===== config.mk =====
export PLATFORM = sky130hd
export DESIGN_NAME = driver_config_reg
export DESIGN_NICKNAME = d
export VERILOG_FILES = /design/src/led_pkg.sv /design/src/driver_config_reg.sv
export SDC_FILE = /design/constraint.sdc
export NUM_CORES = 1
export LEC_CHECK = 0
export BUFFER_PORTS_ARGS = -buffer_cell sky130_fd_sc_hd__buf_2
export CORE_MARGIN = 8
export CORE_UTILIZATION = 30
export DETAILED_ROUTE_END_ITERATION = 12
export GPL_ROUTABILITY_DRIVEN = 0
export SYNTH_ARGS = -nofsm -noshare
export SYNTH_HDL_FRONTEND = slang
export SYNTH_SLANG_ARGS = --single-unit

===== constraint.sdc =====
create_clock -name clk -period 0.8 [get_ports clk]
set_input_delay 0.04 -clock clk [delete_from_list [all_inputs] [get_ports clk]]
set_output_delay 0.04 -clock clk [all_outputs]
set_load 0.1 [all_outputs]

===== src/led_pkg.sv =====
package led_pkg;

    // Chain geometry
    localparam int num_drivers        = 30;
    localparam int conf_bits          = 48;
    localparam int gs_bits            = 48;
    localparam int groups_per_segment = 9;
    localparam int segments_per_slice = 8;

    // GCLK count per segment
    // Terminal value of the segment counter, so the LATGS pause cycle is included
    localparam int segment_cycles = 512;

    // 512 - (9 * 48 + 8) SCLK-free cycles that open every segment
    localparam int blank_cycles = 72;

    // LAT widths in SCLK units
    localparam int lat_fcwrten = 15;
    localparam int lat_wrtfc   = 5;
    localparam int lat_wrtgs   = 1;
    localparam int lat_latgs   = 3;

    // Idle enable periods after WRTFC
    localparam int wrtfc_wait = 5;

    // clk cycles per enable strobe
    localparam int clk_div = 4;

    // Words per slice, one word per SCLK data bit
    localparam int slice_words = groups_per_segment * gs_bits * segments_per_slice;

    // One bit per driver SIN line
    typedef logic [num_drivers-1:0] sin_word_t;
    typedef logic [conf_bits-1:0]   conf_word_t;
    typedef logic [11:0]            slice_addr_t;

    // Function-control word loaded at boot
    localparam conf_word_t conf_default = 48'h0040_2C80_1E7F;

    // Driver controller states
    typedef enum logic [3:0] {
        stall,
        prepare_config,
        configure,
        wrtfc_timing,
        stream,
        wait_slice
    } drv_state_t;

    // Pins of the shared driver clock group
    typedef struct packed {
        logic      sclk;
        logic      gclk;
        logic      lat;
        sin_word_t sin;
    } driver_pins_t;

    // Host write port of the slice buffer
    typedef struct packed {
        logic        valid;
        slice_addr_t addr;
        sin_word_t   data;
    } host_write_t;

endpackage


===== src/driver_config_reg.sv =====
`timescale 1ns/1ps

module driver_config_reg (
    input  logic                clk,
    input  logic                nrst,
    input  logic                clk_enable,
    input  logic                conf_write,
    input  led_pkg::conf_word_t conf_word,
    output led_pkg::conf_word_t serialized_conf,
    output logic                conf_request
);

    // Function-control word shifted out by the controller
    always_ff @(posedge clk or negedge nrst) begin
        if (!nrst) begin
            // Boot value so the chain comes up configured
            serialized_conf <= led_pkg::conf_default;
        end else if (conf_write) begin
            serialized_conf <= conf_word;
        end
    end

    // Request flag
    // Set at boot and on every host write
    // Held until the next enabled edge, where the controller samples it once
    always_ff @(posedge clk or negedge nrst) begin
        if (!nrst) begin
            conf_request <= 1'b1;
        end else if (conf_write) begin
            // A write on an enabled cycle wins and is seen on the following strobe
            conf_request <= 1'b1;
        end else if (clk_enable) begin
            conf_request <= 1'b0;
        end
    end

endmodule


# After elaboration in Yosys (flattened, before gate mapping)
# Cells that the tools add are included.
# word_totals
reg_bits	49
input_bits	52
out_inout_bits	49
wordCells	5
# op_classes
muxes	2
reduce_logical	1
# op_table
operator	count
2-to-1 mux 1 bit	2
nonzero test 2 bit	1

# Depth between registers and ports, before layout
# depth
ltp_word	2
depth_mapped	3

# Least setup slack after synthesis
# Ideal clock, no wire load.
# synth_timing
path_kind	register -> register
from	register serialized_conf[36] (netlist name)
to	register serialized_conf[36]
arrival_time_ns	1.132
required_time_ns	0.674
setup_slack_ns	-0.458
path_stages_with_launch	2
synth_period_minus_slack_ns	1.258
cell_sequence	dfrtp_1 -> mux2_4
# synth_rtl
item	line_no	source
to (signal assigned)	driver_config_reg.sv:17	serialized_conf <= led_pkg::conf_default;
to (signal assigned)	driver_config_reg.sv:19	serialized_conf <= conf_word;
to (decl)	driver_config_reg.sv:9	output led_pkg::conf_word_t serialized_conf,

# Worst setup path after layout
# layout_timing
from	register serialized_conf[5]
to	output serialized_conf[5]
# No word-level cell between the ends.

==> summary.md <==
| Metric | Value |
|---|---|
| Syn Inst Count | 104 |
| Setup TNS | -18.37 ns |
| Routed Antenna Nets | 0 |
| Largest delay share family, worst path | flip-flops |
| R2R setup slack | -0.21 ns |
| GR Util met3 | 5.83% |
| Die width | 95.1 um |
| Detailed-route wire length | 6370 um |
| CP Max Fanout | 2 |
| Syn_area_per_cell | 18.1 um^2 |
| HP Class | in -> reg |
| Core area | 6200 um^2 |
| Cell area after layout | 4540 um^2 |
| Clock group share of total power | 16.5% |
| Die height | 95.1 um |
| Met1 capacity usage during global routing | 14.9% |
| Layout cells sized above 1 | 82.3% |
| Worst IR drop on VDD | 1.27 mV |
| Clock Skew | 0 ns |
| Final hold violations | 0 |
| H-tree depth | 2 |
| FF-to-FF End | serialized_conf[22] |
| Reg2reg path depth | 2 |
| Netlist cell types | 8 |
| Inst Count DP | 313 |
| Number of I/O pins | 101 |
| Power share of the combinational group | 48.2% |
| Overall Power | 8.98 mW |
| Relative slew slack | 86.2% |
| Critical Path Start Type | flop |
| Area contributors post-synth | dfrtp_1 43%, dfstp_2 24%, mux2_2 23% |
| Area grow syn2layout | 142% |
| Worst Tran Pin Value | 0.207 ns |
| GR met2 Demand/Resource | 25.5% |
| Wire length per cell | 16.9 um |
| Clock tree buffer depth | 2 |
| Placed wire-length estimate | 4220 um |
| IO buf count | 100 |
| Share of the synthesized area in the top cell type | 42.6% |
| Crit path DAT | 1.11 ns |
| Cell area power density | 1980 nW/um^2 |
| Final Core Density | 73.1% |
| Seq/Total Area, Yosys | 66.4% |
| LEAKAGE | 2.04 nW |
| Cell with the most instances after synthesis | mux2_2 |
| EDFF count, synth | 0 |
| Layout net count | 351 |
| Largest net degree at the start of global routing | 29 |
| # DRC | 0 |
| Switching Fraction | 38.1% |
| GR peak layer | met2 |
| Status | finished with violations |
| Post-synth top cells | 39 x mux2_2, 32 x dfrtp_1, 17 x dfstp_2 |
| Row count | 29 |
| Tcrit/Tclk final | 144% |
| Initial core utilization | 30.3% |
| WP data required | 0.76 ns |
| TritonCTS clock tree | built |
| Fin worst setup slack | -0.350 ns |
| Synth Flop Type | dfrtp_1 |
| Fmax | 869 MHz |
| Post-Syn Nets | 156 |
| Seq pwr share | 35.2% |
| Initial antenna violation count | 0 |
| Int Power | 5.56 mW |
| Final Critical Period | 1.15 ns |
| Sw power | 3.42 mW |
| DR vias | 1606 |
| WHS Path Cells | 3 |
| RSZ-0062 raised after global routing | true |
| Bufs and invs on worst path | 1 |
| CTS Sinks | 49 |
| Worst Hold End | conf_request |
| Worst-Skew Late Latency | 0.29 ns |
| Router iterations before antenna repair | 3 |
| Placed Area | 3750 um^2 |
| Vias in the first global route | 1881 |
| First-pass GRT wire length | 9890 um |
| Hold_sp | clk_enable |
| Endpoint class of the critical path | primary output |
| Root buf cell | clkbuf_8 |
| Ant diodes | 0 |
| Total die area | 9050 um^2 |
| Synth warn | 0 |
| Failing checks | negative setup slack |
| Clk pin slew, worst setup/hold paths | 0.09 ns |
| MaxCap Viol Count | 0 |
| Total global-route track usage | 14.2% |
| Finished Layout Cells | 377 |
| Total congestion overflow | 0 |
| # setup viols final | 97 |
| Crit-path slowest cell | dfstp_4 |
| Cell taking the most area after synthesis | dfrtp_1 |
| Fillers | 374 |
| Mapped cell area | 1880 um^2 |
| Critical Setup Path Class | reg -> out |
| CP cell instances | buf_12 |
| CTS Buf Count | 5 |
| R2R Path Start | serialized_conf[22] |
| Synth Register Bits | 49 |
| Fin. max-slew vios | 0 |
| Via density | 4.26 |
| Share of flip-flops with an asynchronous set or reset | 100% |
| CP max stage delay | 0.64 ns |
| Iter 0 DRT Violations | 26 |
-- layout by cell type (no fill, tap or decap) --
master,count
dfrtp_4,32
clkbuf_1,2
buf_6,39
buf_12,54
mux2_4,27
inv_1,1
dfstp_4,17
clkbuf_8,6
dlygate4sd3_1,49
a21o_1,1
buf_2,51
mux2_2,21
-- sequential cells by signal, indices dropped and copies added, names as in the netlist --
register / flops
serialized_conf: 48
conf_request: 1
-- repair_timing --
item	4_1_cts	5_1_grt
buffers inserted	4	4
endpoints found under the hold margin	89	0
hold buffers	49	0
gates resized for setup	36	7
endpoints found under the setup margin	97	98
-- power groups by stage --
stage	registers, mW	logic, mW	clock network, mW
2_1_floorplan	5.01	0.392	0
3_3_place_gp	3.16	3.92	0
3_5_place_dp	3.18	3.95	0
4_1_cts	3.16	4.29	1.56
5_1_grt	3.20	4.46	1.60
6_report	3.16	4.33	1.48
-- worst max path at each step --
stage	endpoint	cells past startpoint	startpoint	slack, ns
6_report	serialized_conf[5]	1	serialized_conf[5]	-0.35
2_1_floorplan	serialized_conf[36]	1	serialized_conf[36]	-0.23
3_5_place_dp	serialized_conf[46]	3	conf_write	-0.09
5_1_grt	serialized_conf[5]	1	serialized_conf[5]	-0.37
3_3_place_gp	serialized_conf[13]	3	conf_write	-0.07
4_1_cts	serialized_conf[5]	1	serialized_conf[5]	-0.37
-- metal layers --
layer / vias up / wire length [um]
met5: - / 0
met2: 57 / 3450
met3: 8 / 534
met1: 794 / 2270
met4: 0 / 111
li1: 747 / -
-- area by class of cell --
class | instances | area, um^2 | share of cell area, %
timing repair buffer | 193 | 2270 | 49.9
sequential | 49 | 1430 | 31.5
clock buffer | 8 | 90.1 | 1.99
inverter | 1 | 3.75 | 0.0827
tap | 77 | 96.3 | 2.12
multi-input combinational | 49 | 649 | 14.3
-- per-stage QoR --
| step | hold WS (ns) | worst slack [ns] |
|---|---|---|
| after floorplan | -0.256 | -0.227 |
| after global placement | -0.104 | -0.0702 |
| after detailed placement | -0.105 | -0.0856 |
| after CTS | 0.00112 | -0.366 |
| after global routing | 0.0204 | -0.373 |
| final | 0.0265 | -0.350 |
-- cell families after synthesis --
group	count (synthesis)	synth area share [%]
multiplexers	48	30.6
buffers and inverters	6	2.60
flip-flops	49	66.4
AO/OA/AOI/OAI	1	0.400
Power figures use the tool's default switching activity.
