==> config.mk <==
export PLATFORM = sky130hd
export DESIGN_NAME = driver_controller
export DESIGN_NICKNAME = d
export VERILOG_FILES = /design/src/led_pkg.sv /design/src/driver_controller.sv
export SDC_FILE = /design/constraint.sdc
export NUM_CORES = 1
export LEC_CHECK = 0
export BUFFER_PORTS_ARGS = -buffer_cell sky130_fd_sc_hd__buf_2
export CORE_ASPECT_RATIO = 0.6
export CORE_MARGIN = 2
export CORE_UTILIZATION = 40
export DETAILED_ROUTE_END_ITERATION = 10
export SLEW_MARGIN = 20
export SYNTH_ARGS = -nofsm -noshare
export SYNTH_HDL_FRONTEND = slang
export SYNTH_SLANG_ARGS = --single-unit
==> constraint.sdc <==
create_clock -name clk -period 3.15 [get_ports clk]
set_input_delay 0.4725 -clock clk [delete_from_list [all_inputs] [get_ports clk]]
set_output_delay 0.4725 -clock clk [all_outputs]
set_load 0.01 [all_outputs]
==> src/led_pkg.sv <==
package led_pkg;

    // Chain geometry
    localparam int num_drivers        = 30;
    localparam int conf_bits          = 48;
    localparam int gs_bits            = 48;
    localparam int groups_per_segment = 9;
    localparam int segments_per_slice = 8;

    // GCLK count per segment
    // Terminal value of the segment counter, so the LATGS pause cycle is included
    localparam int segment_cycles = 512;

    // 512 - (9 * 48 + 8) SCLK-free cycles that open every segment
    localparam int blank_cycles = 72;

    // LAT widths in SCLK units
    localparam int lat_fcwrten = 15;
    localparam int lat_wrtfc   = 5;
    localparam int lat_wrtgs   = 1;
    localparam int lat_latgs   = 3;

    // Idle enable periods after WRTFC
    localparam int wrtfc_wait = 5;

    // clk cycles per enable strobe
    localparam int clk_div = 4;

    // Words per slice, one word per SCLK data bit
    localparam int slice_words = groups_per_segment * gs_bits * segments_per_slice;

    // One bit per driver SIN line
    typedef logic [num_drivers-1:0] sin_word_t;
    typedef logic [conf_bits-1:0]   conf_word_t;
    typedef logic [11:0]            slice_addr_t;

    // Function-control word loaded at boot
    localparam conf_word_t conf_default = 48'h0040_2C80_1E7F;

    // Driver controller states
    typedef enum logic [3:0] {
        stall,
        prepare_config,
        configure,
        wrtfc_timing,
        stream,
        wait_slice
    } drv_state_t;

    // Pins of the shared driver clock group
    typedef struct packed {
        logic      sclk;
        logic      gclk;
        logic      lat;
        sin_word_t sin;
    } driver_pins_t;

    // Host write port of the slice buffer
    typedef struct packed {
        logic        valid;
        slice_addr_t addr;
        sin_word_t   data;
    } host_write_t;

endpackage

==> src/driver_controller.sv <==
`timescale 1ns/1ps

module driver_controller (
    input  logic                  clk,
    input  logic                  nrst,
    input  logic                  clk_enable,
    input  led_pkg::sin_word_t    framebuffer_dat,
    input  led_pkg::conf_word_t   serialized_conf,
    input  logic                  new_configuration_ready,
    input  logic                  position_sync,
    output led_pkg::driver_pins_t pins,
    output logic                  column_ready,
    output logic                  driver_ready
);

    led_pkg::drv_state_t state;

    // Cycle count inside prepare_config, configure and wrtfc_timing
    logic [$clog2(led_pkg::conf_bits+1)-1:0] state_cnt;
    // GCLK position in the segment, 0 is the pause after LATGS
    logic [$clog2(led_pkg::segment_cycles+1)-1:0] seg_cnt;
    // Bit within a group, 48 is the slot after WRTGS
    logic [$clog2(led_pkg::gs_bits+1)-1:0] bit_cnt;
    // Segment index inside the slice
    logic [$clog2(led_pkg::segments_per_slice)-1:0] mux_cnt;
    // GCLK still showing the last segment in wait_slice
    logic gclk_run;

    logic data_slot;
    logic abort;
    logic sclk_gate;
    logic gclk_gate;
    logic lat_next;
    led_pkg::sin_word_t sin_next;

    // Pin registers, updated on enabled edges
    logic lat_q;
    led_pkg::sin_word_t sin_q;

    // Strobe that computes a grayscale bit, shifted on the following strobe
    assign data_slot = (state == led_pkg::stream)
                       && (seg_cnt >= led_pkg::blank_cycles)
                       && (bit_cnt != led_pkg::gs_bits);

    // Host reconfiguration in the middle of a slice
    assign abort = clk_enable && (state == led_pkg::stream) && new_configuration_ready;

    // FSM and counters, all on enabled edges
    always_ff @(posedge clk or negedge nrst) begin
        if (!nrst) begin
            state     <= led_pkg::stall;
            state_cnt <= '0;
            seg_cnt   <= '0;
            bit_cnt   <= '0;
            mux_cnt   <= '0;
            gclk_run  <= 1'b0;
        end else if (clk_enable) begin
            if (new_configuration_ready) begin
                // New word from the host restarts the whole sequence
                state     <= led_pkg::prepare_config;
                state_cnt <= '0;
                seg_cnt   <= '0;
                bit_cnt   <= '0;
                mux_cnt   <= '0;
                gclk_run  <= 1'b0;
            end else begin
                case (state)
                    led_pkg::stall: begin
                        state_cnt <= '0;
                    end

                    led_pkg::prepare_config: begin
                        // FCWRTEN
                        if (state_cnt == led_pkg::lat_fcwrten - 1) begin
                            state     <= led_pkg::configure;
                            state_cnt <= '0;
                        end else begin
                            state_cnt <= state_cnt + 1'b1;
                        end
                    end

                    led_pkg::configure: begin
                        // Last FCWRTEN edge, then the 48 config bits
                        if (state_cnt == led_pkg::conf_bits) begin
                            state     <= led_pkg::wrtfc_timing;
                            state_cnt <= '0;
                        end else begin
                            state_cnt <= state_cnt + 1'b1;
                        end
                    end

                    led_pkg::wrtfc_timing: begin
                        if (state_cnt == led_pkg::wrtfc_wait) begin
                            state     <= led_pkg::wait_slice;
                            state_cnt <= '0;
                        end else begin
                            state_cnt <= state_cnt + 1'b1;
                        end
                    end

                    led_pkg::wait_slice: begin
                        if (position_sync) begin
                            // Slice starts on a fresh segment
                            state    <= led_pkg::stream;
                            seg_cnt  <= '0;
                            bit_cnt  <= '0;
                            mux_cnt  <= '0;
                            gclk_run <= 1'b1;
                        end else if (gclk_run) begin
                            // Finish displaying the last latched segment
                            if (seg_cnt == led_pkg::segment_cycles) begin
                                seg_cnt  <= '0;
                                gclk_run <= 1'b0;
                            end else begin
                                seg_cnt <= seg_cnt + 1'b1;
                            end
                        end
                    end

                    led_pkg::stream: begin
                        if (seg_cnt == led_pkg::segment_cycles) begin
                            seg_cnt <= '0;
                            if (mux_cnt == led_pkg::segments_per_slice - 1) begin
                                mux_cnt <= '0;
                                state   <= led_pkg::wait_slice;
                            end else begin
                                mux_cnt <= mux_cnt + 1'b1;
                            end
                        end else begin
                            seg_cnt <= seg_cnt + 1'b1;
                        end
                        // 9 groups of 49 slots fill the rest of the segment exactly
                        if (seg_cnt >= led_pkg::blank_cycles) begin
                            if (bit_cnt == led_pkg::gs_bits) begin
                                bit_cnt <= '0;
                            end else begin
                                bit_cnt <= bit_cnt + 1'b1;
                            end
                        end
                    end

                    default: begin
                        state     <= led_pkg::stall;
                        state_cnt <= '0;
                    end
                endcase
            end
        end
    end

    // Gates for the combinational driver clocks
    always_comb begin
        sclk_gate = 1'b0;
        gclk_gate = 1'b0;
        case (state)
            // 14 FCWRTEN edges here, the 15th on the first configure cycle
            led_pkg::prepare_config: sclk_gate = (state_cnt != '0);
            led_pkg::configure:      sclk_gate = 1'b1;
            // SCLK paused in blanking and for one slot after each WRTGS
            led_pkg::stream: begin
                sclk_gate = (bit_cnt != '0);
                gclk_gate = (seg_cnt != '0);
            end
            led_pkg::wait_slice:     gclk_gate = gclk_run && (seg_cnt != '0);
            // No SCLK while the drivers take the WRTFC
            default: begin
                sclk_gate = 1'b0;
                gclk_gate = 1'b0;
            end
        endcase
    end

    // LAT and SIN for the next SCLK edge
    always_comb begin
        lat_next = 1'b0;
        sin_next = '0;
        case (state)
            led_pkg::prepare_config: lat_next = 1'b1;

            led_pkg::configure: begin
                if (state_cnt < led_pkg::conf_bits) begin
                    // MSB first, same bit on every line
                    sin_next = {led_pkg::num_drivers{
                        serialized_conf[led_pkg::conf_bits - 1 - state_cnt]}};
                    // WRTFC over the last bits
                    lat_next = (state_cnt >= led_pkg::conf_bits - led_pkg::lat_wrtfc);
                end
            end

            led_pkg::stream: begin
                if (data_slot) begin
                    sin_next = framebuffer_dat;
                    // WRTGS closes each group
                    if (bit_cnt >= led_pkg::gs_bits - led_pkg::lat_wrtgs) begin
                        lat_next = 1'b1;
                    end
                    // LATGS widens the last one
                    if (seg_cnt >= led_pkg::segment_cycles - led_pkg::lat_latgs) begin
                        lat_next = 1'b1;
                    end
                end
            end

            default: begin
                lat_next = 1'b0;
                sin_next = '0;
            end
        endcase
    end

    always_ff @(posedge clk or negedge nrst) begin
        if (!nrst) begin
            lat_q <= 1'b0;
            sin_q <= '0;
        end else if (clk_enable) begin
            lat_q <= lat_next;
            sin_q <= sin_next;
        end
    end

    always_comb begin
        pins.sclk = clk_enable & sclk_gate;
        pins.gclk = clk_enable & gclk_gate;
        pins.lat  = lat_q;
        pins.sin  = sin_q;
    end

    // High for one enable period at each segment end, or one clk on abort
    assign column_ready = ((state == led_pkg::stream)
                           && (seg_cnt == led_pkg::segment_cycles)) || abort;

    // Word taken on this strobe, or rewind request together with column_ready
    assign driver_ready = (clk_enable && data_slot) || abort;

endmodule

* After elaboration in Yosys (flattened, before gate mapping) *
Cells that the tools add are included.

storage, ports and cells
  bits in registers = 61
  output and inout bits = 35
  logic and storage cells = 110

cells by class
  add/sub/neg operators = 5
  magnitude comparators = 6
  eq/ne operators = 22
  muxes and demuxes = 45
  bitwise logic cells = 2
  reductions and logical operators = 22

operators by type and width
  operator                                                                               count
  30-bit 2-to-1 mux                                                                      2
  30-bit case mux with 2 select lines                                                    1
  6-bit 2-to-1 mux                                                                       8
  10-bit 2-to-1 mux                                                                      4
  32-bit by 7-bit less-than comparator with 1-bit output (second input constant)         1
  4-bit 2-to-1 mux                                                                       7
  4-bit case mux with 6 select lines                                                     1
  6-bit case mux with 4 select lines                                                     1
  10-bit case mux with 2 select lines                                                    1
  6-bit by 1-bit adder with 6-bit output (second input constant)                         2
  6-bit equality test (second input constant)                                            2
  6-bit greater-or-equal comparator (second input constant)                              2
  3-bit 2-to-1 mux                                                                       4
  3-bit inequality test (second input constant)                                          4
  6-bit case mux with 2 select lines                                                     1
  6-bit nonzero test                                                                     2
  10-bit by 1-bit adder with 10-bit output (second input constant)                       1
  10-bit equality test (second input constant)                                           1
  10-bit by 7-bit greater-or-equal comparator with 1-bit output (second input constant)  1
  10-bit by 9-bit greater-or-equal comparator with 1-bit output (second input constant)  1
  1-bit 2-to-1 mux                                                                       10
  10-bit nonzero test                                                                    1
  3-bit by 2-bit inequality test with 1-bit output (second input constant)               3
  4-bit by 2-bit equality test with 1-bit output (second input constant)                 2
  27 further kinds                                                                       39

* Longest topological paths before layout *
  depth after elaboration = 6
  mapped depth = 9
  gate-level depth less buffers = 7

* Worst setup path after synthesis *
OpenSTA, ideal clock, no wires.

  path type = reg2out
  from = register bit_cnt[0] (netlist bit)
  to = output port driver_ready
  arrival time = 1.686 ns
  required time = 2.677 ns
  setup slack = 0.992 ns
  stages on the path, launching flop included = 8
  path through = dfrtp_1 inv_1 ha_1 nor3b_1 nand3_1 nand3_1 clkbuf_1 a21boi_1

on the way
  cells in the longest elaborated chain, start to end = 4

RTL lines
  what                      RTL line                  text
  start: declaration        driver_controller.sv:23   logic [$clog2(led_pkg::gs_bits+1)-1:0] bit_cnt;
  start signal: assignment  driver_controller.sv:137  bit_cnt <= bit_cnt + 1'b1;
  6-bit inequality test     driver_controller.sv:43   && (bit_cnt != led_pkg::gs_bits);
  1-bit logical AND         driver_controller.sv:43
  1-bit logical AND         driver_controller.sv:233  assign driver_ready = (clk_enable && data_slot) || abort;
  1-bit logical OR          driver_controller.sv:233
  end: declaration          driver_controller.sv:13   output logic driver_ready

Every way passes these cells.

==> flow_summary.ini <==
[critical_path]
r2r_slack_ns = 0.46
cp_cell_sequence = inv_1 -> ha_1 -> nand3_1 -> a21oi_1 -> nor2_1 -> o21a_1 -> buf_2
worstSetupPathType = reg -> out
crit_start = state_cnt[0]
arrival_ns = 2.32
worstPathMaxFanout = 20
slowest_delay_ns = 0.91
cp-start-kind = flop
reg2reg_from = state_cnt[0]
crit_path_top_delay_cell = dfrtp_1
endpoint_kind = output pin
worstPathRequired_ns = 2.68
reg2reg_depth = 6
r2r_end = sin_q[1]

[cts]
post_cts_resized = 0
cts_htree_levels = 3
cts_tree = done
cts_root_buf = clkbuf_16
cts.sinks = 60
postCtsHoldBufs = 0
clkTransAtPathRegs_ns = 0.05
cts_buffers = 9
cts_setup_buffers = 0
clk_latency_ns = 0.32
cts_buffer_depth = 2

[placement]
post-dp-hpwl_mm = 7.78
placed_cell_area_um2 = 4580
place_inst = 643
io_buffers = 117
dp_slack_ns = 0.427
place_congestion = 0.869

[routing]
vias_per_cell = 5.35
wirelength_mm = 10.5
wl_per_cell_um = 16.0
drt_iter0_drc = 284
ant_nets = 0
vias = 3520
drt_pass1_iterations = 4
route.detailed.drc = 0

[die]
die_width_um = 132
dieArea_um2 = 10700
initial_core_util = 0.421
rows = 27
top_level_ports = 118
die_h_um = 80.9
core_um2 = 9360

[synthesis]
syn_area_per_cell_um2 = 9.42
yosysSeqAreaShare = 0.381
synth_warnings = 0
synth_top_flop_cell = dfrtp_1
netlist_instances = 418
async_flop_share = 1.00
syn_nets = 516
ys_types = 68
synth_edf_count = 0
ys_ff_latch = 60
syn_area_um2 = 3940

[status]
outcome = completed

[power]
p_int_w = 0.00191
power.share.sequential = 0.372
swShare = 0.325
power_switching_w = 0.000918
power_w = 0.00283
irDropWorstVdd_v = 0.000278
clock_power_share = 0.335
pwr_density_cell_nw_per_um2 = 580
combPwrFrac = 0.294
leakagePower_nw = 2.30

[sta]
fin_tns_setup_ns = 0
slew_headroom = 0.410
hold_viol = 0
setup_viol = 0
finClkSkew_ns = 0.00488
worstMarginPinSlew_ns = 0.886
setup_ws_ns = 0.358
max_freq_mhz = 358
slew_violations = 0
rsz0062_at_grt = false
post-route-min-period_ns = 2.79
min_period_over_period = 0.886

[finish]
stdcell_count = 658
nFillCells = 886
nNetsFinal = 622
postLayoutCellArea_um2 = 4870
area_growth_pct = 23.7
diodes = 0
drive_gt1_frac = 0.305

[global_routing]
overflow = 0
gr-usage-all-layers = 0.207
antenna_found_initial = 0
grt_pass1_vias = 3556
grt_pass1_wl_mm = 17.5
grt_max_degree = 61

[run]
cap_violations = 0

[worst_hold_path]
hp-class = in -> async
-- routing by layer --
layer | share of wire | track usage | up-vias
li1 | - | - | 1734
met1 | 0.49 | 0.301 | 1704
met2 | 0.45 | 0.306 | 72
met3 | 0.043 | 0.0581 | 10
met4 | 0.011 | 0.0478 | 0
met5 | 0 | 0 | -
-- per-stage QoR --
step                      hold WS (ns)  utilization
after detailed placement         0.519        0.490
after CTS                        0.344        0.520
after floorplan                  0.177            -
after global routing             0.373        0.520
after global placement           0.489        0.490
final                            0.302        0.520
-- cell usage after synthesis, drive strengths merged (9+ instances only) --
cell type	count	share of area
a21oi	11	0.015
buf	14	0.025
clkbuf	15	0.014
dfrtp	60	0.38
ha	15	0.048
inv	45	0.043
mux2	10	0.029
nand2	49	0.047
nand3	22	0.031
nor2	14	0.014
nor2b	9	0.014
nor3	9	0.013
o21ai	13	0.017
o221ai	30	0.067
-- sequential cells by signal, indices dropped and copies added (netlist names) --
name	flops
sin_q	30
seg_cnt	10
bit_cnt	6
state_cnt	6
mux_cnt	3
state	3
gclk_run	1
lat_q	1
-- layout by cell type, fill, tap and decap left out, types with 2 or more instances in the layout --
cell       Yosys  final
a22o_1         6      6
nor2b_1        9      9
clkbuf_16      0      9
mux2_1         2      2
a21boi_1       2      2
a21oi_1       10     10
nand4_1        3      3
nor4b_1        2      2
a221oi_1       2      2
o21ai_1        7      8
xnor2_1        3      3
o31ai_1        3      3
and3_1         4      4
mux4_2         8      8
clkbuf_1      15      3
nor4bb_1       2      2
nor3b_1        8      8
a211oi_1       2      2
a31oi_1        4      4
a211o_1        2      2
nand2_1       49     49
o221ai_1      30     30
ha_1          15     15
dfrtp_1       60     60
o21ai_0        5      4
mux2i_1        6      6
o21a_1         3      3
buf_2          6    117
nor2_1        13     13
o22ai_1        3      3
or3b_1         2      2
or3_1          3      3
nor3_1         8      8
nand3_1       21     21
a21o_1         3      3
mux2_2         8      8
inv_1         45     45
buf_4          4      7
nand2b_1       8      8
-- critical path, delay by kind of cell (launching register included) --
kind / cells / cell delay, ns
AO/OA/AOI/OAI: 2 / 0.23
flip-flops: 1 / 0.91
AND/OR/NAND/NOR: 2 / 0.17
buffers and inverters: 2 / 0.37
adder cells (fa/ha/maj): 1 / 0.29
-- final cells by class --
cell class / instances / area (µm²) / area share
clock inverters: 2 / 35.0 / 0.00719
well taps: 130 / 163 / 0.0334
clock buffers: 13 / 250 / 0.0514
flip-flops and latches: 60 / 1500 / 0.308
repair buffers: 124 / 638 / 0.131
inverters: 45 / 169 / 0.0347
multi-input cells: 284 / 2110 / 0.434
-- worst max-delay path by stage --
stage	endpoint	slack, ns	depth (start not counted)
after floorplan	driver_ready	0.99	7
after global placement	sin_q[2]	0.58	6
after detailed placement	sin_q[2]	0.43	6
after CTS	pins[32]	0.31	7
after global routing	pins[32]	0.09	7
final	pins[32]	0.36	7
-- power groups by stage --
stage	combinational (W)	clock [W]	sequential, W
final	0.000830	0.000946	0.00105
after global routing	0.000918	0.00101	0.00108
after CTS	0.000837	0.000973	0.00105
after detailed placement	0.000833	0	0.00106
after global placement	0.000808	0	0.00105
after floorplan	0.000691	0	0.000962
-- cell families (layout without fill, tap and decap cells) --
logic type               after synthesis  after routing  share of synthesized area
adder cells (fa/ha/maj)               15             15                     0.0477
multiplexers                          24             24                     0.0896
flip-flops                            60             60                      0.381
AND/OR/NAND/NOR                      143            143                      0.195
XOR/XNOR                               3              3                    0.00667
buffers and inverters                 74            184                     0.0820
AO/OA/AOI/OAI                         99             99                      0.198
Power figures use the tool's default switching activity.
